===== src/source/usb_bulk_pkg.sv =====
`default_nettype none

package usb_bulk_pkg;

  typedef logic [7:0]  usb_byte_t;
  typedef logic [3:0]  usb_pid_t;
  typedef logic [6:0]  usb_addr_t;
  typedef logic [3:0]  usb_endp_t;
  typedef logic [15:0] usb_crc16_t;

  // PID nibbles, sent on the wire as {~pid, pid}
  localparam usb_pid_t PID_OUT   = 4'h1;
  localparam usb_pid_t PID_IN    = 4'h9;
  localparam usb_pid_t PID_DATA0 = 4'h3;
  localparam usb_pid_t PID_DATA1 = 4'hB;
  localparam usb_pid_t PID_ACK   = 4'h2;
  localparam usb_pid_t PID_NAK   = 4'hA;

  // Reflected form of the good-packet CRC16 remainder
  localparam usb_crc16_t CRC16_RESIDUE = 16'hB001;

  typedef struct packed {
    usb_byte_t data;
    logic      last;
  } usb_stream_t;

  typedef enum logic [2:0] {
    EV_NONE,
    EV_OUT_TOKEN,
    EV_IN_TOKEN,
    EV_DATA_OK,
    EV_DATA_BAD,
    EV_ACK
  } usb_event_kind_t;

  typedef struct packed {
    usb_event_kind_t kind;
    logic            toggle;
    logic            target;
  } usb_event_t;

  typedef enum logic [1:0] {
    RP_ACK,
    RP_NAK,
    RP_DATA0,
    RP_DATA1
  } usb_reply_kind_t;

  // One byte of CRC16, polynomial 0x8005 processed LSB first
  function automatic usb_crc16_t crc16_step(input usb_crc16_t crc, input usb_byte_t data);
    usb_crc16_t c;
    c = crc ^ {8'h00, data};
    for (int i = 0; i < 8; i++) begin
      c = c[0] ? ((c >> 1) ^ 16'hA001) : (c >> 1);
    end
    return c;
  endfunction

endpackage

`default_nettype wire


===== src/source/usb_packet_encoder.sv =====
`timescale 1ns/1ps
`default_nettype none

module usb_packet_encoder (
  input  wire                           clock,
  input  wire                           reset,
  input  wire                           reply_valid_i,
  input  usb_bulk_pkg::usb_reply_kind_t reply_kind_i,
  output logic                          reply_ready_o,
  input  wire                           fifo_rd_valid_i,
  output logic                          fifo_rd_ready_o,
  input  usb_bulk_pkg::usb_stream_t     fifo_rd_stream_i,
  output logic                          tx_valid_o,
  input  wire                           tx_ready_i,
  output usb_bulk_pkg::usb_stream_t     tx_stream_o,
  output logic                          busy_o
);

  typedef enum logic [2:0] {IDLE, PID, PAYLOAD, CRC_LO, CRC_HI} enc_state_t;

  enc_state_t                    state_q;
  usb_bulk_pkg::usb_reply_kind_t kind_q;
  usb_bulk_pkg::usb_crc16_t      crc_q;
  logic                          tx_valid_q;
  usb_bulk_pkg::usb_stream_t     tx_stream_q;
  usb_bulk_pkg::usb_pid_t        pid_w;
  logic                          handshake;
  logic                          load;

  always_comb begin
    case (kind_q)
      usb_bulk_pkg::RP_ACK:   pid_w = usb_bulk_pkg::PID_ACK;
      usb_bulk_pkg::RP_NAK:   pid_w = usb_bulk_pkg::PID_NAK;
      usb_bulk_pkg::RP_DATA0: pid_w = usb_bulk_pkg::PID_DATA0;
      default:                pid_w = usb_bulk_pkg::PID_DATA1;
    endcase
  end

  assign handshake = (kind_q == usb_bulk_pkg::RP_ACK) || (kind_q == usb_bulk_pkg::RP_NAK);
  // Output register can take a new beat when empty or being drained
  assign load      = !tx_valid_q || tx_ready_i;

  assign busy_o          = (state_q != IDLE) || tx_valid_q;
  assign reply_ready_o   = !busy_o;
  assign fifo_rd_ready_o = (state_q == PAYLOAD) && load;

  always_ff @(posedge clock) begin
    if (reset) begin
      state_q    <= IDLE;
      tx_valid_q <= 1'b0;
    end else begin
      if (tx_ready_i) begin
        tx_valid_q <= 1'b0;
      end
      case (state_q)
        IDLE: begin
          if (reply_valid_i && reply_ready_o) begin
            state_q <= PID;
          end
        end
        PID: begin
          if (load) begin
            tx_valid_q <= 1'b1;
            state_q    <= handshake ? IDLE : PAYLOAD;
          end
        end
        PAYLOAD: begin
          if (fifo_rd_valid_i && fifo_rd_ready_o) begin
            tx_valid_q <= 1'b1;
            if (fifo_rd_stream_i.last) begin
              state_q <= CRC_LO;
            end
          end
        end
        CRC_LO: begin
          if (load) begin
            tx_valid_q <= 1'b1;
            state_q    <= CRC_HI;
          end
        end
        default: begin
          if (load) begin
            tx_valid_q <= 1'b1;
            state_q    <= IDLE;
          end
        end
      endcase
    end
  end

  always_ff @(posedge clock) begin
    if (state_q == IDLE && reply_valid_i && reply_ready_o) begin
      kind_q <= reply_kind_i;
      crc_q  <= '1;
    end
    if (state_q == PID && load) begin
      tx_stream_q.data <= {~pid_w, pid_w};
      tx_stream_q.last <= handshake;
    end
    if (state_q == PAYLOAD && fifo_rd_valid_i && fifo_rd_ready_o) begin
      tx_stream_q.data <= fifo_rd_stream_i.data;
      tx_stream_q.last <= 1'b0;
      crc_q            <= usb_bulk_pkg::crc16_step(crc_q, fifo_rd_stream_i.data);
    end
    // CRC goes out inverted, low byte first
    if (state_q == CRC_LO && load) begin
      tx_stream_q.data <= ~crc_q[7:0];
      tx_stream_q.last <= 1'b0;
    end
    if (state_q == CRC_HI && load) begin
      tx_stream_q.data <= ~crc_q[15:8];
      tx_stream_q.last <= 1'b1;
    end
  end

  assign tx_valid_o  = tx_valid_q;
  assign tx_stream_o = tx_stream_q;

  a_tx_hold: assert property (@(posedge clock) disable iff (reset)
    tx_valid_o && !tx_ready_i |=> tx_valid_o && $stable(tx_stream_o));

endmodule

`default_nettype wire


===== config.mk =====
export PLATFORM = sky130hd
export DESIGN_NAME = usb_packet_encoder
export DESIGN_NICKNAME = d
export VERILOG_FILES = /design/src/source/usb_bulk_pkg.sv /design/src/source/usb_packet_encoder.sv
export SDC_FILE = /design/constraint.sdc
export NUM_CORES = 1
export LEC_CHECK = 0
export BUFFER_PORTS_ARGS = -buffer_cell sky130_fd_sc_hd__buf_4
export CELL_PAD_IN_SITES_DETAIL_PLACEMENT = 1
export CELL_PAD_IN_SITES_GLOBAL_PLACEMENT = 1
export CORE_MARGIN = 2
export CORE_UTILIZATION = 35
export DETAILED_ROUTE_END_ITERATION = 8
export GPL_TIMING_DRIVEN = 0
export PLACE_DENSITY = 0.67
export SLEW_MARGIN = 20
export SYNTH_ARGS = -nofsm -noshare
export SYNTH_HDL_FRONTEND = slang
export SYNTH_SLANG_ARGS = --single-unit

===== constraint.sdc =====
create_clock -name clock -period 2.3 [get_ports clock]
set_input_delay 0.69 -clock clock [delete_from_list [all_inputs] [get_ports clock]]
set_output_delay 0.69 -clock clock [all_outputs]
set_load 0.01 [all_outputs]

Word-level counts from Yosys, hierarchy flattened

Index checks and enable logic that the tools add are counted.

Reduce and logical (&&, ||, !) cells: 23
Equal/unequal tests: 11
Bitwise gates (word level): 12
Mux-type cells: 27

Operators with widths:

| operator             | number |
|---|---|
| $mux W16             | 10 |
| $mux W9              | 4 |
| $not A2 Y3           | 8 |
| $mux W3              | 6 |
| $not A8 Y8           | 2 |
| $xor A16 B8 Y16      | 1 |
| $pmux W3 S4          | 1 |
| $pmux W4 S3          | 1 |
| $logic_and A1 B1 Y1  | 10 |
| $reduce_bool A3 Y1   | 3 |
| $ne A2 B2 Y1 const B | 4 |
| $eq A3 B2 Y1 const B | 2 |
| $reduce_and A6 Y1    | 1 |
| $not A4 Y4           | 1 |
| $reduce_bool A4 Y1   | 1 |
| $eq A3 B1 Y1 const B | 1 |
| $eq A3 B3 Y1 const B | 1 |
| $logic_not A3 Y1     | 1 |
| $logic_or A1 B1 Y1   | 3 |
| $mux W1              | 3 |
| $eq A2 B1 Y1 const B | 1 |
| $eq A2 B2 Y1 const B | 1 |
| $logic_not A1 Y1     | 2 |
| $logic_not A2 Y1     | 1 |
| other kinds (4)      | 4 |

Output and inout bits: 13
Flip-flop bits (word level): 31
Input port bits: 16

Logic depth before layout (Yosys ltp)

Gate-level depths: netlist of the first run.

Word-level depth: 18
Mapped depth: 6

Least setup slack after synthesis of the first run

Ideal clock, no wire load.

Kind: input to register
Start point: input port fifo_rd_stream_i[2] (netlist bit)
End point: register crc_q[0], data pin
Path slack: 0.115 ns
Buffers on the path: 0
Cell stages on the path: 5
Arrival: 1.918 ns
Cells stage by stage: xnor2_1 > xnor2_1 > xor3_2 > xnor3_1 > nand2_1

Word-level cells in the longest chain between the ends: 11

RTL lines:

| what                      | RTL line                  | RTL |
|---|---|---|
| start, declared           | usb_packet_encoder.sv:12  | `input usb_bulk_pkg::usb_stream_t fifo_rd_stream_i,` |
| $xor A16 B8 Y16 (*)       | usb_bulk_pkg.sv:52        | `c = crc ^ {8'h00, data};` |
| $not A2 Y3 (no line)      | n/a                       |  |
| $mux W16 (*) (8 in a row) | usb_bulk_pkg.sv:54        | `c = c[0] ? ((c >> 1) ^ 16'hA001) : (c >> 1);` |
| $mux W16 (*)              | usb_packet_encoder.sv:100 | `if (state_q == PAYLOAD && fifo_rd_valid_i && fifo_rd_ready_o) begin` |
| end signal, assigned      | usb_packet_encoder.sv:103 | `crc_q <= usb_bulk_pkg::crc16_step(crc_q, fifo_rd_stream_i.data);` |
| end, declared             | usb_packet_encoder.sv:23  | `usb_bulk_pkg::usb_crc16_t crc_q;` |

Mark *: on every way between the ends. The rest lies on a longest branch, timed or not.
A chain may end at the register's enable or synchronous reset.

Worst setup path after layout of the first run

Start point: input port tx_ready_i
End point: output port fifo_rd_ready_o

Word-level cells in the longest chain between the ends: 2

RTL lines:

| what                | RTL line                 | RTL |
|---|---|---|
| start, declared     | usb_packet_encoder.sv:14 | `input wire tx_ready_i,` |
| $logic_or A1 B1 Y1  | usb_packet_encoder.sv:41 | `assign load = !tx_valid_q \|\| tx_ready_i;` |
| $logic_and A1 B1 Y1 | usb_packet_encoder.sv:45 | `assign fifo_rd_ready_o = (state_q == PAYLOAD) && load;` |
| end, declared       | usb_packet_encoder.sv:11 | `output logic fifo_rd_ready_o,` |

No other way between the ends.

==> results of run 1 <==
==> critical path, cell delays in order <==
cell and delay [ps]:
sky130_fd_sc_hd__buf_4 110, sky130_fd_sc_hd__nor2b_1 100, sky130_fd_sc_hd__clkbuf_2 210, sky130_fd_sc_hd__nor3_2 80, sky130_fd_sc_hd__and2_1 180, sky130_fd_sc_hd__buf_4 140
==> stage by stage <==
step	power [µW]	util, %	hold WS (ps)
6_report	1460	45.5	524
5_1_grt	1530	45.5	573
4_1_cts	1480	45.4	532
3_5_place_dp	952	42.8	517
3_3_place_gp	944	42.7	497
2_1_floorplan	847	-	505
==> worst min-delay path by stage <==
stage	start	endpoint	slack, ps	cells after the start
final	tx_stream_o[0]	tx_stream_o[0]	520	2
after CTS	tx_stream_o[0]	tx_stream_o[0]	530	2
after floorplan	crc_q[9]	crc_q[1]	510	1
after global placement	tx_stream_o[0]	tx_stream_o[0]	500	2
after detailed placement	tx_stream_o[0]	tx_stream_o[0]	520	2
after global routing	reply_kind_i[0]	kind_q[0]	570	1
==> state kept, by name, indices dropped and copies added (netlist names) <==
| signal | count |
|---|---|
| state_q | 3 |
| crc_q | 16 |
| tx_stream_o | 9 |
| tx_valid_o | 1 |
| kind_q | 2 |
==> cells in the final DEF (no fill, tap or decap), drive strengths merged, types with 3 or more instances in the layout <==
cell type	count
a21oi	4
a22oi	3
buf	28
clkbuf	11
dfxtp	5
edfxtp	26
nand2	17
nand2b	6
nand3	4
nor2	13
xnor2	17
==> metal layers <==
layer,track usage (%),vias to the layer above,part of all wire [%]
met5,0,-,0
met4,6.71,0,1.8
met3,4.50,9,3.9
met2,27.3,24,50
met1,19.4,552,44
li1,-,566,-
==> logic make-up after synthesis <==
family / Yosys count / synth area share (%)
buf+inv: 8 / 1.90
compound gates: 26 / 12.4
xor+xnor: 21 / 15.3
simple gates: 50 / 14.7
flops: 31 / 55.7
==> where the power goes <==
group / internal [µW] / total (µW) / switching [µW] / leakage, µW
clock: 317 / 521 / 204 / 0.0000556
combinational: 138 / 274 / 136 / 0.000381
sequential: 649 / 666 / 17.4 / 0.000235
total: 1100 / 1460 / 357 / 0.000672
==> layout make-up <==
cell class,instances,share of cell area (%)
clock buffers,5,3.47
repair buffers,28,10.6
well taps,52,3.28
multi-input cells,97,34.5
clock inverters,3,1.96
inverters,2,0.379
flip-flops and latches,31,44.4
plain buffers,6,1.33
==> Yosys cell counts, types with 2 or more instances <==
| cell | count |
|---|---|
| sky130_fd_sc_hd__nor2_1 | 13 |
| sky130_fd_sc_hd__a2bb2oi_1 | 2 |
| sky130_fd_sc_hd__nor4_1 | 2 |
| sky130_fd_sc_hd__dfxtp_1 | 5 |
| sky130_fd_sc_hd__a21oi_1 | 4 |
| sky130_fd_sc_hd__xnor3_1 | 2 |
| sky130_fd_sc_hd__nand2_1 | 17 |
| sky130_fd_sc_hd__a22oi_1 | 3 |
| sky130_fd_sc_hd__edfxtp_1 | 26 |
| sky130_fd_sc_hd__inv_1 | 2 |
| sky130_fd_sc_hd__nand2b_1 | 6 |
| sky130_fd_sc_hd__nand3_1 | 4 |
| sky130_fd_sc_hd__a221oi_1 | 2 |
| sky130_fd_sc_hd__o21a_1 | 2 |
| sky130_fd_sc_hd__xnor2_1 | 15 |
| sky130_fd_sc_hd__o22a_1 | 2 |
| sky130_fd_sc_hd__nor3_1 | 2 |
| sky130_fd_sc_hd__clkbuf_1 | 6 |
| sky130_fd_sc_hd__xnor2_2 | 2 |
| sky130_fd_sc_hd__and2_1 | 2 |
| sky130_fd_sc_hd__o221ai_1 | 2 |
==> repair_timing <==
item                                   4_1_cts  5_1_grt
setup endpoints to repair                   18        2
gates cloned                                 0        0
buffers inserted                             0        0
gates resized for setup                      3        3
endpoints found under the hold margin        0        0
==> results.json, run 1 <==
{
  "vias_per_cell": 5.14,
  "clock-sinks": 31,
  "crit_type": "in2out",
  "finalMaxSlewViolations": 0,
  "async_reset_ff_share_pct": 0,
  "final_critical_path_setup_slack_ps": 106,
  "detailedRoute.firstPassIterationCount": 4,
  "worst-endpoint-arrival_ps": 1500,
  "place_worst_setup_slack_ps": -332,
  "insertedDiodeCount": 0,
  "die_width_um": 71.2,
  "timing.critical_path.required_ps": 1610,
  "finish.instance_area_um2": 1980,
  "reg2reg_setup_slack_ps": 200,
  "status": "finished, final reports clean",
  "synth_area_leaders": "sky130_fd_sc_hd__edfxtp_1, sky130_fd_sc_hd__xnor2_1, sky130_fd_sc_hd__dfxtp_1",
  "worst_r2r_startpoint": "crc_q[1]",
  "setup_total_negative_slack_ps": 0,
  "p_leak_uw": 0.000672,
  "dr.first_iter.drc_count": 128,
  "synth_area_per_cell_um2": 11.6,
  "placer_congestion_estimate": 0.793,
  "start_util_pct": 36.4,
  "ant_nets": 0,
  "regToRegEndpoint": "crc_q[0]",
  "worstSkewPairLatency_ps": 280,
  "endpoint": "fifo_rd_ready_o",
  "route.detailed.wl_per_inst_um": 16.4,
  "top_level_ports": 29,
  "path_max_fanout": 8,
  "grt_start_max_net_pins": 17,
  "syn-instance-count": 136,
  "ctsHtreeMaxLevel": 2,
  "grt_pass1_vias": 1227,
  "fmax_mhz": 456,
  "row_count": 24,
  "cts_made_buffers": 5,
  "ys.flop_type": "sky130_fd_sc_hd__edfxtp_1",
  "worstSetupEndpointType": "primary output",
  "area_growth_pct": 25.2,
  "power_density_nw_per_um2": 737,
  "post-synth-top-area-cell": "sky130_fd_sc_hd__edfxtp_1",
  "clock-skew-final_ps": 5.23,
  "syn_nets": 152,
  "floorplan.core_area_um2": 4350,
  "seqCellArea_um2": 881,
  "drc_violation_count_after_routing": 0,
  "final-instance-count-excl-fill": 224,
  "yosysUniqueCellTypes": 36,
  "worstMarginPinSlew_ps": 782,
  "ys_seq_area_share_pct": 55.7,
  "num-fill-cells": 476,
  "hold_viol": 0,
  "dp_hpwl_um": 2910,
  "multi_input_area_um2": 684,
  "globalRouteOverflowTotal": 0,
  "numPlacedInstances": 216,
  "finalSetupViolations": 0,
  "period_share_pct": 95.4,
  "cts_hold_repair.buffers": 0,
  "max_slew_margin_pct": 47.5,
  "grt_pass1_wl_um": 6160,
  "synth.top_cell.area_share_pct": 49.3,
  "power.ir.vdd_worst_v": 0.000301,
  "post_route_cells_drive_above_1_share_pct": 25.6,
  "number_of_synthesized_flops_with_an_enable_pin": 26,
  "crit_path_start_kind": "primary input",
  "count_of_input_and_output_buffers": 28,
  "placement.cell_area_um2": 1860,
  "yosysWarningCount": 0,
  "drv_cap": 0,
  "clock_tree.root_cell": "sky130_fd_sc_hd__clkbuf_8",
  "rsz_0062_raised_after_global_routing": "false",
  "final_critical_path_time_including_i_o_delays_and_setup_ps": 2190,
  "clk_path_buf_depth": 2,
  "synth_seq_cells": 31,
  "hold_path_class": "reg2reg",
  "cts_tree": "yes",
  "dr_total_vias": 1151,
  "design.final.nets": 187,
  "syn-cell-area_um2": 1580,
  "grt_use_total_pct": 16.2,
  "die_area_um2": 5080,
  "antenna_violations_before_repair": 0,
  "worstSetupStartpoint": "tx_ready_i",
  "detail_route.wirelength_um": 3680,
  "clk_transition_reported_paths_ps": 70,
  "chipHeight_um": 71.2,
  "worst_r2r_path_depth": 5
}
Note: power is estimated with default switching activity, not from simulation.
==> run 2: changes to the inputs <==
CAP_MARGIN = 20   (was not set)
CELL_PAD_IN_SITES_DETAIL_PLACEMENT = not set   (was 1)
CELL_PAD_IN_SITES_GLOBAL_PLACEMENT = not set   (was 1)
CTS_CLUSTER_DIAMETER = 120   (was not set)
PLACE_DENSITY = 0.55   (was 0.67)
==> run 2 against run 1 <==
Compared with the run above: largest power group unchanged; clock-buffer cell count increased by 3; fmax increased by 0.63%; register-to-register slack improved by 30 ps; worst hold slack improved by 1.6 ps; first-iteration DRC count decreased by 27%.
==> results.json, run 2 (synthesis gave the netlist of run 1 again) <==
{
  "clock-skew-final_ps": 7.39,
  "die_width_um": 71.2,
  "dp_hpwl_um": 2540,
  "globalRouteOverflowTotal": 0,
  "top_level_ports": 29,
  "count_of_input_and_output_buffers": 28,
  "crit_type": "in2out",
  "slowest_stage": "sky130_fd_sc_hd__clkbuf_2",
  "hold_viol": 0,
  "mostFrequentLayoutCell": "sky130_fd_sc_hd__buf_4",
  "final_critical_path_time_including_i_o_delays_and_setup_ps": 2180,
  "detailedRoute.firstPassIterationCount": 4,
  "path_max_fanout": 8,
  "worst-endpoint-arrival_ps": 1490,
  "timing.critical_path.mode_cell": "sky130_fd_sc_hd__buf_4",
  "die_area_um2": 5080,
  "p_leak_uw": 0.000668,
  "final-instance-count-excl-fill": 224,
  "finish.instance_area_um2": 1970,
  "insertedDiodeCount": 0,
  "dr_total_vias": 1172,
  "numPlacedInstances": 216,
  "detail_route.wirelength_um": 3400,
  "critical_path.cell_chain": "buf_4 > nor2b_1 > clkbuf_2 > nor3_2 > and2_1 > buf_4",
  "grt_pass1_vias": 1092,
  "finalSetupViolations": 0,
  "fin_total_pwr_uw": 1410,
  "clock-sinks": 31,
  "post_route_cells_drive_above_1_share_pct": 25.6,
  "cp_num_buf_inv": 3,
  "worstSkewPairLatency_ps": 290,
  "cts_made_buffers": 5,
  "layout.cells.most_common_list": "sky130_fd_sc_hd__buf_4, sky130_fd_sc_hd__edfxtp_1, sky130_fd_sc_hd__nand2_1, sky130_fd_sc_hd__xnor2_1, sky130_fd_sc_hd__nor2_1",
  "dr.first_iter.drc_count": 93,
  "status": "finished, final reports clean",
  "vias_per_cell": 5.23,
  "clk_path_buf_depth": 2,
  "start_util_pct": 36.4,
  "ant_nets": 0,
  "worstMarginPinSlew_ps": 733,
  "hold_path_class": "reg2reg",
  "crit_path_start_kind": "primary input",
  "timing.critical_path.required_ps": 1610,
  "power.ir.vdd_worst_v": 0.000290,
  "area_growth_pct": 24.6,
  "postLayoutCoreUtil_pct": 45.3,
  "worst_r2r_path_depth": 5,
  "holdPathStages": 2,
  "finalMaxSlewViolations": 0,
  "rsz_0062_raised_after_global_routing": "false",
  "clk_transition_reported_paths_ps": 60,
  "cts_tree": "yes",
  "power_density_nw_per_um2": 713,
  "antenna_violations_before_repair": 0,
  "drv_cap": 0,
  "route.detailed.wl_per_inst_um": 15.2,
  "placer_congestion_estimate": 0.936,
  "cp_slowest_stage_delay_ps": 210,
  "grt_use_total_pct": 14.6,
  "grt_pass1_wl_um": 5550,
  "drc_violation_count_after_routing": 0,
  "largest_register_ffs": 16,
  "top_register": "crc_q",
  "worstSetupEndpointType": "primary output",
  "fmax_mhz": 459,
  "cpLargestDelayFamily": "buffers and inverters",
  "ctsHtreeMaxLevel": 2,
  "placement.cell_area_um2": 1860,
  "period_share_pct": 94.8,
  "cp_num_cells": 6,
  "row_count": 24,
  "grt_start_max_net_pins": 17,
  "max_slew_margin_pct": 50.7,
  "design.final.nets": 187,
  "worst_hold_slack_ps": 525,
  "chipHeight_um": 71.2,
  "postCtsSetupBuffers": 0,
  "clock_tree.root_cell": "sky130_fd_sc_hd__clkbuf_8",
  "floorplan.core_area_um2": 4350
}
run 2: per-stage QoR:
stage               TNS (ps)  setup slack [ps]
floorplan                  0               115
global placement       -8110              -327
detailed placement     -7770              -298
CTS                     -105             -10.9
global route               0              15.7
finish                     0               119
run 2: timing repair:
item | in CTS | in global routing
resized for setup | 2 | 5
hold buffers | 0 | 0
gates cloned | 0 | 0
setup endpoints to repair | 9 | 27
pin swaps | 0 | 0
run 2: where the power goes:
group          switching [µW]  total [µW]  leakage [µW]  internal, µW
sequential               16.2         665      0.000235           649
combinational             135         272      0.000381           137
clock                     197         470     0.0000515           273
total                     349        1410      0.000668          1060
run 2: metal layers:
layer | track usage [%] | routed length, µm
met2 | 21.1 | 1540
met1 | 20.3 | 1570
met3 | 4.92 | 230
met5 | 0 | 0
met4 | 5.66 | 57
run 2: worst min-delay path: cells and delay by family (launching register included):
family / cells / cell delay (ps)
flops: 1 / 330
compound gates: 1 / 100
simple gates: 1 / 60
run 2: area by class of cell:
cell class,count,area [µm²]
fill,408,2380
sequential,31,881
multi-input combinational,97,682
timing repair buffer,28,210
clock buffer,8,100
tap,52,65.1
buffer,6,26.3
inverter,2,7.51
run 2: worst paths after layout:
kind	slack [ps]	to	start
worst max register to register	230	crc_q[0]	crc_q[1]
worst min register to register	530	tx_stream_o[0]	tx_stream_o[0]
worst min-delay path	530	tx_stream_o[0]	tx_stream_o[0]
worst max-delay path	120	fifo_rd_ready_o	tx_ready_i
