## src/source/usb_bulk_pkg.sv

```systemverilog
`default_nettype none

package usb_bulk_pkg;

  typedef logic [7:0]  usb_byte_t;
  typedef logic [3:0]  usb_pid_t;
  typedef logic [6:0]  usb_addr_t;
  typedef logic [3:0]  usb_endp_t;
  typedef logic [15:0] usb_crc16_t;

  // PID nibbles, sent on the wire as {~pid, pid}
  localparam usb_pid_t PID_OUT   = 4'h1;
  localparam usb_pid_t PID_IN    = 4'h9;
  localparam usb_pid_t PID_DATA0 = 4'h3;
  localparam usb_pid_t PID_DATA1 = 4'hB;
  localparam usb_pid_t PID_ACK   = 4'h2;
  localparam usb_pid_t PID_NAK   = 4'hA;

  // Reflected form of the good-packet CRC16 remainder
  localparam usb_crc16_t CRC16_RESIDUE = 16'hB001;

  typedef struct packed {
    usb_byte_t data;
    logic      last;
  } usb_stream_t;

  typedef enum logic [2:0] {
    EV_NONE,
    EV_OUT_TOKEN,
    EV_IN_TOKEN,
    EV_DATA_OK,
    EV_DATA_BAD,
    EV_ACK
  } usb_event_kind_t;

  typedef struct packed {
    usb_event_kind_t kind;
    logic            toggle;
    logic            target;
  } usb_event_t;

  typedef enum logic [1:0] {
    RP_ACK,
    RP_NAK,
    RP_DATA0,
    RP_DATA1
  } usb_reply_kind_t;

  // One byte of CRC16, polynomial 0x8005 processed LSB first
  function automatic usb_crc16_t crc16_step(input usb_crc16_t crc, input usb_byte_t data);
    usb_crc16_t c;
    c = crc ^ {8'h00, data};
    for (int i = 0; i < 8; i++) begin
      c = c[0] ? ((c >> 1) ^ 16'hA001) : (c >> 1);
    end
    return c;
  endfunction

endpackage

`default_nettype wire

```

## src/source/usb_packet_decoder.sv

```systemverilog
`timescale 1ns/1ps
`default_nettype none

module usb_packet_decoder #(
  parameter usb_bulk_pkg::usb_addr_t DEVICE_ADDRESS = 7'd5,
  parameter usb_bulk_pkg::usb_endp_t ENDPOINT       = 4'd1
) (
  input  wire                       clock,
  input  wire                       reset,
  input  wire                       rx_valid_i,
  input  usb_bulk_pkg::usb_stream_t rx_stream_i,
  input  wire                       data_en_i,
  output usb_bulk_pkg::usb_event_t  event_o,
  output logic                      fifo_wr_valid_o,
  output usb_bulk_pkg::usb_byte_t   fifo_wr_byte_o,
  output logic                      crc_error_o
);

  typedef enum logic [2:0] {PID, TOKEN1, TOKEN2, PAYLOAD, SKIP} dec_state_t;

  dec_state_t               state_q;
  usb_bulk_pkg::usb_pid_t   pid_q;
  usb_bulk_pkg::usb_addr_t  addr_q;
  logic                     endp0_q;
  usb_bulk_pkg::usb_crc16_t crc_q;
  usb_bulk_pkg::usb_crc16_t crc_next;
  usb_bulk_pkg::usb_byte_t  hold0_q;
  usb_bulk_pkg::usb_byte_t  hold1_q;
  logic [1:0]               held_q;
  usb_bulk_pkg::usb_event_t event_q;
  logic                     crc_error_q;
  logic                     wr_valid_q;
  usb_bulk_pkg::usb_byte_t  wr_byte_q;
  logic                     pid_ok;
  logic                     target;

  assign pid_ok   = rx_stream_i.data[7:4] == ~rx_stream_i.data[3:0];
  assign crc_next = usb_bulk_pkg::crc16_step(crc_q, rx_stream_i.data);
  // Endpoint bit 0 sits in the first token byte, bits 3:1 in the second
  assign target   = (addr_q == DEVICE_ADDRESS) &&
                    ({rx_stream_i.data[2:0], endp0_q} == ENDPOINT);

  always_ff @(posedge clock) begin
    if (reset) begin
      state_q     <= PID;
      held_q      <= 2'd0;
      event_q     <= '0;
      crc_error_q <= 1'b0;
      wr_valid_q  <= 1'b0;
    end else begin
      event_q     <= '0;
      crc_error_q <= 1'b0;
      wr_valid_q  <= 1'b0;
      if (rx_valid_i) begin
        case (state_q)
          PID: begin
            held_q <= 2'd0;
            if (rx_stream_i.last) begin
              // Single-byte packets from the host are handshakes
              if (pid_ok && rx_stream_i.data[3:0] == usb_bulk_pkg::PID_ACK) begin
                event_q.kind <= usb_bulk_pkg::EV_ACK;
              end
            end else if (!pid_ok) begin
              state_q <= SKIP;
            end else begin
              case (rx_stream_i.data[3:0])
                usb_bulk_pkg::PID_OUT,
                usb_bulk_pkg::PID_IN:    state_q <= TOKEN1;
                usb_bulk_pkg::PID_DATA0,
                usb_bulk_pkg::PID_DATA1: state_q <= PAYLOAD;
                default:                 state_q <= SKIP;
              endcase
            end
          end
          TOKEN1: begin
            state_q <= rx_stream_i.last ? PID : TOKEN2;
          end
          TOKEN2: begin
            if (rx_stream_i.last) begin
              state_q        <= PID;
              event_q.kind   <= (pid_q == usb_bulk_pkg::PID_IN) ?
                                usb_bulk_pkg::EV_IN_TOKEN : usb_bulk_pkg::EV_OUT_TOKEN;
              event_q.target <= target;
            end else begin
              state_q <= SKIP;
            end
          end
          PAYLOAD: begin
            // The two newest bytes may be the CRC, so only older ones go out
            if (held_q == 2'd2) begin
              wr_valid_q <= data_en_i;
            end else begin
              held_q <= held_q + 2'd1;
            end
            if (rx_stream_i.last) begin
              state_q        <= PID;
              event_q.toggle <= pid_q[3];
              if (crc_next == usb_bulk_pkg::CRC16_RESIDUE) begin
                event_q.kind <= usb_bulk_pkg::EV_DATA_OK;
              end else begin
                event_q.kind <= usb_bulk_pkg::EV_DATA_BAD;
                crc_error_q  <= 1'b1;
              end
            end
          end
          default: begin
            if (rx_stream_i.last) begin
              state_q <= PID;
            end
          end
        endcase
      end
    end
  end

  always_ff @(posedge clock) begin
    if (rx_valid_i) begin
      if (state_q == PID) begin
        pid_q <= rx_stream_i.data[3:0];
        crc_q <= '1;
      end
      if (state_q == TOKEN1) begin
        addr_q  <= rx_stream_i.data[6:0];
        endp0_q <= rx_stream_i.data[7];
      end
      if (state_q == PAYLOAD) begin
        crc_q     <= crc_next;
        hold0_q   <= rx_stream_i.data;
        hold1_q   <= hold0_q;
        wr_byte_q <= hold1_q;
      end
    end
  end

  assign event_o         = event_q;
  assign fifo_wr_valid_o = wr_valid_q;
  assign fifo_wr_byte_o  = wr_byte_q;
  assign crc_error_o     = crc_error_q;

  // Events only appear right after the closing byte of a packet
  a_event_after_last: assert property (@(posedge clock) disable iff (reset)
    !$past(rx_valid_i && rx_stream_i.last) |-> event_o.kind == usb_bulk_pkg::EV_NONE);

endmodule

`default_nettype wire

```

## config.mk

```make
export PLATFORM = sky130hd
export DESIGN_NAME = usb_packet_decoder
export DESIGN_NICKNAME = d
export VERILOG_FILES = /design/src/source/usb_bulk_pkg.sv /design/src/source/usb_packet_decoder.sv
export SDC_FILE = /design/constraint.sdc
export NUM_CORES = 1
export LEC_CHECK = 0
export ABC_CLOCK_PERIOD_IN_PS = 4000
export BUFFER_PORTS_ARGS = -buffer_cell sky130_fd_sc_hd__buf_2
export CORE_ASPECT_RATIO = 1.2
export CORE_UTILIZATION = 57
export DETAILED_ROUTE_END_ITERATION = 16
export GPL_ROUTABILITY_DRIVEN = 0
export HOLD_SLACK_MARGIN = 0.02
export PLACE_DENSITY_LB_ADDON = 0.2
export RECOVER_POWER = 25
export SLEW_MARGIN = 20
export SYNTH_ARGS = -nofsm -noshare
export SYNTH_HDL_FRONTEND = slang
export SYNTH_SLANG_ARGS = --single-unit
```

## constraint.sdc

```tcl
create_clock -name clock -period 4 [get_ports clock]
set_clock_uncertainty 0.2 [all_clocks]
set_input_delay 0.4 -clock clock [delete_from_list [all_inputs] [get_ports clock]]
set_output_delay 0.4 -clock clock [all_outputs]
set_load 0.02 [all_outputs]
```

; ---- Word-level counts from Yosys, hierarchy flattened
; Index checks and enable logic that the tools add are counted.
[totals]
input_bits = 13
ram_bits = 0
wordCells = 90
latch_bits = 0
ff_bits = 64
memories = 0
mem_bits_ro = 0
[op_classes]
div = 0
n_reduce_logical = 17
n_addsub = 1
n_mul = 0
order_cmp = 0
bitwise = 15
n_shift = 0
mux = 27
n_eq_ne = 16
[op_table]
columns = cell, n
row1 = $mux 16, 10
row2 = $not 2->3, 8
row3 = $mux 3, 7
row4 = $pmux 3 s3, 2
row5 = $eq 16x16->1 const B, 1
row6 = $xor 16x8->16, 1
row7 = $eq 4x4->1 const B, 3
row8 = $reduce_or 4->1, 3
row9 = $eq 4x1->1 const B, 2
row10 = $eq 4x2->1 const B, 2
row11 = $mux 2, 4
row12 = $reduce_and 2->1, 4
row13 = $eq 7x3->1 const B, 1
row14 = $eq 3x2->1 const B, 2
row15 = $pmux 3 s2, 1
row16 = $reduce_and 3->1, 2
row17 = $reduce_or 2->1, 3
row18 = $not 1->1, 5
row19 = $eq 4x4->1, 1
row20 = $mux 4, 1
row21 = $ne 2x2->1 const B, 2
row22 = $not 4->4, 1
row23 = $pmux 2 s2, 1
row24 = $reduce_bool 4->1, 1
row25 = 7 further kinds, 8

; ---- Depth between registers and ports, before layout
; Gate-level depths: netlist (run 1).
[depth]
depth_word = 21
ltp_mapped = 11
mapped_depth_nobuf = 10

; ---- Least setup slack after synthesis (run 1)
; Ideal clock, no wire load.
[synth_path]
kind = input port to flip-flop
startpoint = in rx_stream_i[6] (netlist name)
endpoint = reg event_q (netlist bit event_o[4])
cell_stages = 10
setup_ns = 0.117
path_buffers = 0
path_slack_ns = 1.092
t_required_ns = 3.683
t_arrival_ns = 2.591
path_cell_list = xnor2_1 xor2_1 xnor3_2 xnor2_2 ha_1 xnor2_1 nand4_1 nor2_1 nand4_1 a22o_1
[synth_via]
elab_chain_len = 15
word_cells_on_any_way = 19
cone_classes = 2 x eq/ne / 13 x mux / 3 x bitwise / 1 x reduce/logical
[synth_lines]
columns = element, line
row1 = from (decl), usb_packet_decoder.sv:11  ; input usb_bulk_pkg::usb_stream_t rx_stream_i,
row2 = $xor 16x8->16, usb_bulk_pkg.sv:52  ; c = crc ^ {8'h00, data};
row3 = $mux 16 (4 in series), usb_bulk_pkg.sv:54  ; c = c[0] ? ((c >> 1) ^ 16'hA001) : (c >> 1);
row4 = $not 2->3 (no source line), n/a
row5 = $mux 16 (3 in series), usb_bulk_pkg.sv:54
row6 = $not 2->3 (no source line), n/a
row7 = $mux 16, usb_bulk_pkg.sv:54
row8 = $eq 16x16->1, usb_packet_decoder.sv:98  ; if (crc_next == usb_bulk_pkg::CRC16_RESIDUE) begin
row9 = $mux 3, usb_packet_decoder.sv:98
row10 = $mux 4, usb_packet_decoder.sv:95  ; if (rx_stream_i.last) begin
row11 = $pmux 3 s3 (*), usb_packet_decoder.sv:55  ; case (state_q)
row12 = to (decl), usb_packet_decoder.sv:30  ; usb_bulk_pkg::usb_event_t event_q;
; Mark *: on every way between the ends. The rest lies on a longest branch, timed or not.
; A chain may end at the register's enable or synchronous reset.

; ---- Final worst setup path (run 1)
[layout_path]
startpoint = reg crc_q[5]
endpoint = reg event_q (netlist bit event_o[4])
[layout_via]
elab_chain_len = 15
[layout_lines]
columns = element, line
row1 = from (decl), usb_packet_decoder.sv:25  ; usb_bulk_pkg::usb_crc16_t crc_q;
row2 = from (signal assigned), usb_packet_decoder.sv:127  ; crc_q <= crc_next;
row3 = $xor 16x8->16 (*), usb_bulk_pkg.sv:52
row4 = $mux 16 (*) (4 in series), usb_bulk_pkg.sv:54
row5 = $not 2->3 (no source line), n/a
row6 = $mux 16 (*) (3 in series), usb_bulk_pkg.sv:54
row7 = $not 2->3 (no source line), n/a
row8 = $mux 16 (*), usb_bulk_pkg.sv:54
row9 = $eq 16x16->1 (*), usb_packet_decoder.sv:98
row10 = $mux 3 (*), usb_packet_decoder.sv:98
row11 = $mux 4 (*), usb_packet_decoder.sv:95
row12 = $pmux 3 s3 (*), usb_packet_decoder.sv:55
; Marked as above.

==> results.ini, run 1 <==
[outcome]
outcome = finished clean

[placed_design]
hpwl_um = 3181
dp_cells = 265
placement.io_buffers = 27

[floorplanning]
dieArea_sq_um = 4945
die_h_um = 76.84
core_sq_um = 4359
ioPinCount = 28
dieWidth_um = 64.36
initial_core_util = 0.6102
rows = 26

[drt]
viasPerCell = 5.566
route.detailed.drc = 0
drt_iter0_drc = 97
vias = 1564
dr.pass1.iters = 4
routedWlPerCell_um = 16.04
final_antenna_net_count = 0
drt-total-wl_um = 4507

[clock_network]
cts.repair.resized = 0
hold_buffers = 0
cts_tree = yes
cts_sinks = 64
cts_buffers = 9
cts.reportedPaths.clkPinSlew_ps = 60
htree_levels = 3
insertion_delay_ps = 340
root_buffer = clkbuf_8
clock_path_buffers = 2
postCtsSetupBuffers = 0

[min_path]
worstHoldPathType = input pin to register

[grt]
grt_most_used_layer = met2
use_met3 = 0.08631
grt_pass1_wl_um = 7410
met1_usage = 0.2424
grt_overflow = 0
grt_start_max_net_pins = 25
grt_antenna_before_repair = 0
track_usage = 0.2082
grt_pass1_vias = 1555
gr-usage-met2 = 0.3337

[sta]
hold_violations = 0
post-route-period-util = 0.8231
whs_ps = 99.64
worst_pin_slew_ps = 896.9
period_needed_ps = 3292
final_max_slew_viol_count = 0
rsz0062_at_grt = false
slew_headroom = 0.4014
setup_viol = 0
max_freq_ghz = 0.3037
fin_setup_tns_ps = 0

[cells_and_area]
drive_above_1_share = 0.1822
diodes = 0
layoutNonFillerInstCount = 281
fillers = 313
area_growth_pct = 13.36
layout.nets = 235

[pwr]
ir_drop_mv = 0.2360
leakagePower_uw = 0.001030
power_uw = 1367
p_per_area_nw_per_um2 = 453.3

[synth]
synth_area_sq_um = 2660
ys_seq_area_frac = 0.6773
syn_nets = 201
yosys.cell_types.count = 36
synth_top_area_share = 0.5870
synthTopCellsByArea = edfxtp_1 59%, dfxtp_1 9.0%, xnor2_2 3.1%
synth_top_cell_by_area = edfxtp_1
yosysWarnings = 0
syn_avg_cell_area_sq_um = 14.30
syn_inst = 186
ys_ff_latch = 64

[job]
maxCapViolations = 0

[worst_setup_path]
slowest_stage = xnor3_2
cp.required_ps = 4030
worst_path_largest_cell_delay_ps = 510
crit_chain = xnor2_1, xor2_1, xnor3_2, xnor2_2, ha_1, xnor2_1, nand4_1, nor2_1, nand4_1, a22o_1
critPathLaunchType = register
cp_max_fo = 4
critPathCaptureType = register
cp.arrival_ps = 3320
critical_path_class = register to register

==> Yosys cell counts <==
cell	count
nand3_1	4
and3_1	1
nand2_1	13
nand2b_1	8
buf_6	3
nor4_1	3
or3_1	5
edfxtp_1	52
or4bb_1	1
o21ai_1	2
or2_1	1
a211oi_1	2
xnor3_2	1
xnor2_2	5
inv_1	6
a22oi_1	2
nor2_1	9
nand3b_1	1
xnor2_1	9
nor4b_1	2
xnor3_1	2
clkbuf_1	3
nand4_1	4
nor2b_1	2
a21oi_1	5
a221oi_1	1
dfxtp_1	12
xor2_1	8
ha_1	2
o21ai_0	4
and3b_1	1
and2_1	2
nor4bb_1	1
nor3_1	7
a22o_1	1
and4_1	1
==> metrics by stage <==
stage / setup slack [ps] / instance area [sq um] / util
final: 707.7 / 3015 / 0.6917
after global placement: 765.3 / 2835 / 0.6504
after detailed placement: 616.8 / 2835 / 0.6504
after global routing: 504.1 / 3015 / 0.6917
after CTS: 729.8 / 3025 / 0.6940
after floorplan: 1092 / 2660 / -
==> cell usage in the layout (no fill, tap or decap), types with 3 or more instances in the layout <==
| cell | instances |
|---|---|
| edfxtp_1 | 52 |
| buf_2 | 19 |
| nand2_1 | 13 |
| dfxtp_1 | 12 |
| clkbuf_8 | 10 |
| clkbuf_1 | 10 |
| xnor2_1 | 9 |
| nor2_1 | 9 |
| xor2_1 | 8 |
| nand2b_1 | 8 |
| nor3_1 | 7 |
| inv_1 | 6 |
| xnor2_2 | 5 |
| or3_1 | 5 |
| a21oi_1 | 5 |
| nand4_1 | 4 |
| nand3_1 | 4 |
| o21ai_0 | 4 |
| nor4_1 | 3 |
| clkinv_2 | 3 |
==> kinds of logic (layout without fill, tap and decap cells) <==
kind of cell,count (synthesis),after routing,synth area share
compound gates,17,17,0.03857
xor+xnor,25,25,0.1124
fa+ha+maj,2,2,0.009406
buf+inv,12,51,0.02540
flops,64,64,0.6773
simple gates,66,66,0.1369
==> critical path: cells and delay by family (launching register included) <==
family,cells,cell delay [ps]
AO/OA/AOI/OAI,1,290
XOR/XNOR,5,1500
adder cells (fa/ha/maj),1,380
flip-flops,1,370
AND/OR/NAND/NOR,3,430
==> final timing paths <==
path / startpoint / to / slack, ps / cells after the start
max: crc_q[5]$_SDFFCE_PP1P_ / event_o[4]$_SDFF_PP0_ / 710 / 10
min reg2reg: hold0_q[1]$_DFFE_PP_ / hold1_q[1]$_DFFE_PP_ / 220 / 0
max reg2reg: crc_q[5]$_SDFFCE_PP1P_ / event_o[4]$_SDFF_PP0_ / 710 / 10
min: reset / state_q[0]$_SDFFE_PP0P_ / 100 / 2
==> flip-flops by register name, indices dropped and copies added (netlist names) <==
register	flops
crc_q	16
fifo_wr_byte_o	8
hold0_q	8
hold1_q	8
addr_q	7
event_o	5
pid_q	4
state_q	3
held_q	2
crc_error_o	1
endp0_q	1
fifo_wr_valid_o	1
==> layout make-up <==
class / count / area (sq um) / area share
Timing Repair Buffer: 29 / 140.1 / 0.04647
Clock buffer: 12 / 145.1 / 0.04813
Sequential cell: 64 / 1802 / 0.5975
Clock inverter: 4 / 45.04 / 0.01494
Inverter: 6 / 22.52 / 0.007469
Tap cell: 56 / 70.07 / 0.02324
Multi-Input combinational cell: 110 / 790.8 / 0.2622
==> layer usage <==
metal	wire, um	vias up
met5	0	-
met4	85	0
met3	317	10
met2	2289	65
met1	1815	742
li1	-	747
==> power breakdown <==
group / internal [uW] / switching [uW] / leakage [uW]
clock: 302 / 227 / 0.000100
sequential: 721 / 2.91 / 0.000529
combinational: 55.9 / 59.1 / 0.000400
Power figures use the tool's default switching activity.
==> inputs of run 2 (changes only) <==
--- a/config.mk
+++ b/config.mk
@@ -5,7 +5,7 @@
 export SDC_FILE = /design/constraint.sdc
 export NUM_CORES = 1
 export LEC_CHECK = 0
-export ABC_CLOCK_PERIOD_IN_PS = 4000
+export ABC_CLOCK_PERIOD_IN_PS = 3250
 export BUFFER_PORTS_ARGS = -buffer_cell sky130_fd_sc_hd__buf_2
 export CORE_ASPECT_RATIO = 1.2
 export CORE_UTILIZATION = 57
==> constraint.sdc (replaced) <==
create_clock -name clock -period 3.25 [get_ports clock]
set_clock_uncertainty 0.2 [all_clocks]
set_input_delay 0.325 -clock clock [delete_from_list [all_inputs] [get_ports clock]]
set_output_delay 0.325 -clock clock [all_outputs]
set_load 0.02 [all_outputs]
==> results.ini, run 2 (synthesis results as in run 1) <==
[outcome]
outcome = finished clean

[cells_and_area]
largest-register = crc_q
layout.nets = 243
largest_register_ffs = 16
drive_above_1_share = 0.2275
multi_input_area_sq_um = 853.3
seqCellArea_sq_um = 1802
diodes = 0
layout_commonest_cell = edfxtp_1
area_growth_pct = 18.49
layout_common_cells = 52 x edfxtp_1, 20 x buf_2, 13 x nand2_1
fillers = 302

[pwr]
p_switching_uw = 380.7
leakagePower_uw = 0.001101
p_per_area_nw_per_um2 = 556.1
p_comb_frac = 0.095
clockPowerShare = 0.397
intPower_uw = 1372
ir_drop_mv = 0.3527
pwr-share-seq = 0.508
p_sw_frac = 0.2172
power_uw = 1753

[sta]
whs_ps = 51.78
final_max_slew_viol_count = 0
max_freq_ghz = 0.3182
worst_pin_slew_ps = 553.3
post-route-period-util = 0.9671
slew_headroom = 0.6311
setup_ws_ps = 106.9
period_needed_ps = 3143
setup_viol = 0
hold_violations = 0

[grt]
grt_overflow = 0
grt_antenna_before_repair = 0
grt_start_max_net_pins = 25
grt_pass1_vias = 1614
grt_pass1_wl_um = 7707
track_usage = 0.2180

[worst_setup_path]
rr_endpoint = event_o[4]$_SDFF_PP0_
cp.arrival_ps = 3180
cp_max_fo = 4
critPathLaunchType = register
reg2reg_from = crc_q[1]$_SDFFCE_PP1P_
cp.required_ps = 3280
rr_worst_depth = 10
critPathCaptureType = register
critical_path_class = register to register
critPathLaunch = crc_q[1]$_SDFFCE_PP1P_
rrSetupSlack_ps = 110

[drt]
viasPerCell = 5.588
dr.pass1.iters = 4
final_antenna_net_count = 0
drt_iter0_drc = 145
routedWlPerCell_um = 16.74
drt-total-wl_um = 4837
route.detailed.drc = 0
vias = 1615

[floorplanning]
core_sq_um = 4359
initial_core_util = 0.6102
rows = 26
die_h_um = 76.84
dieWidth_um = 64.36
dieArea_sq_um = 4945
ioPinCount = 28

[clock_network]
root_buffer = clkbuf_8
cts_sinks = 64
htree_levels = 3
cts.reportedPaths.clkPinSlew_ps = 70
cts_tree = yes
clock_path_buffers = 2
cts_buffers = 9
insertion_delay_ps = 340

[min_path]
min_path_cells = 2
min_to = fifo_wr_valid_o$_SDFF_PP0_
worstHoldStart = data_en_i
worstHoldPathType = input pin to register

[placed_design]
pre_cts_ws_ps = 71.73
hpwl_um = 3281
placement.io_buffers = 27

[job]
maxCapViolations = 0

run 2: cell types whose count changed in the layout (fill, tap and decap cells not counted), moves of 2 or more:
| cell | previous run | this run |
|---|---|---|
| xnor2_2 | 5 | 7 |
| xnor2_1 | 9 | 5 |
| dlygate4sd3_1 | 0 | 2 |
| inv_4 | 0 | 2 |
| xnor2_4 | 0 | 2 |
| buf_4 | 2 | 6 |
run 2: what timing repair did:
| action | in CTS | in global routing |
|---|---|---|
| hold endpoints to repair | 5 | 0 |
| gates resized for setup | 0 | 8 |
| setup buffers | 0 | 2 |
| hold buffers | 2 | 0 |
| endpoints found under the setup margin | 0 | 4 |
run 2: through the flow:
step           cell area, sq um    util  setup TNS [ps]  instances
2_1_floorplan              2660       -               0        186
3_3_place_gp               2865  0.6573               0        269
3_5_place_dp               2865  0.6573               0        269
4_1_cts                    3090  0.7090               0        287
5_1_grt                    3152  0.7230          -28.31        289
6_report                   3152  0.7230               0        289
run 2: cell type report:
class                           instances  area share
Clock buffer                           11     0.04843
Clock inverter                          5     0.01667
Inverter                                6    0.007146
Multi-Input combinational cell        110      0.2707
Sequential cell                        64      0.5717
Tap cell                               56     0.02223
Timing Repair Buffer                   37     0.06312
run 2: worst max-delay path by stage:
stage                                  to  slack [ps]  cells past startpoint
finish              event_o[4]$_SDFF_PP0_         110                     10
global route        event_o[4]$_SDFF_PP0_         -30                     10
CTS                 event_o[4]$_SDFF_PP0_          60                     10
detailed placement  event_o[4]$_SDFF_PP0_          70                     11
global placement    event_o[4]$_SDFF_PP0_         180                     11
floorplan           event_o[4]$_SDFF_PP0_         350                     10
run 2: routing by layer:
metal	share of wire	GRT usage	wire length, um	vias to the layer above
met2	0.53	0.3326	2545	67
met3	0.066	0.07440	317	9
li1	-	-	-	761
met4	0.016	0.1133	78	0
met5	0	0	0	-
met1	0.39	0.2733	1895	778
run 2: power groups by stage:
stage,clock network (uW),registers (uW),logic (uW)
after global routing,749,891,177
after global placement,0,908,140
after floorplan,0,906,107
final,696,891,166
after CTS,708,890,146
after detailed placement,0,908,142
run 2: critical path: stages, from the launching register on:
cell and delay, ps:
edfxtp_1 410, xnor2_2 330, xnor2_2 210, xnor3_2 430
xnor2_2 200, ha_2 340, xnor2_2 170, nand4_1 110
nor2_1 110, nand4_1 210, a22o_1 290
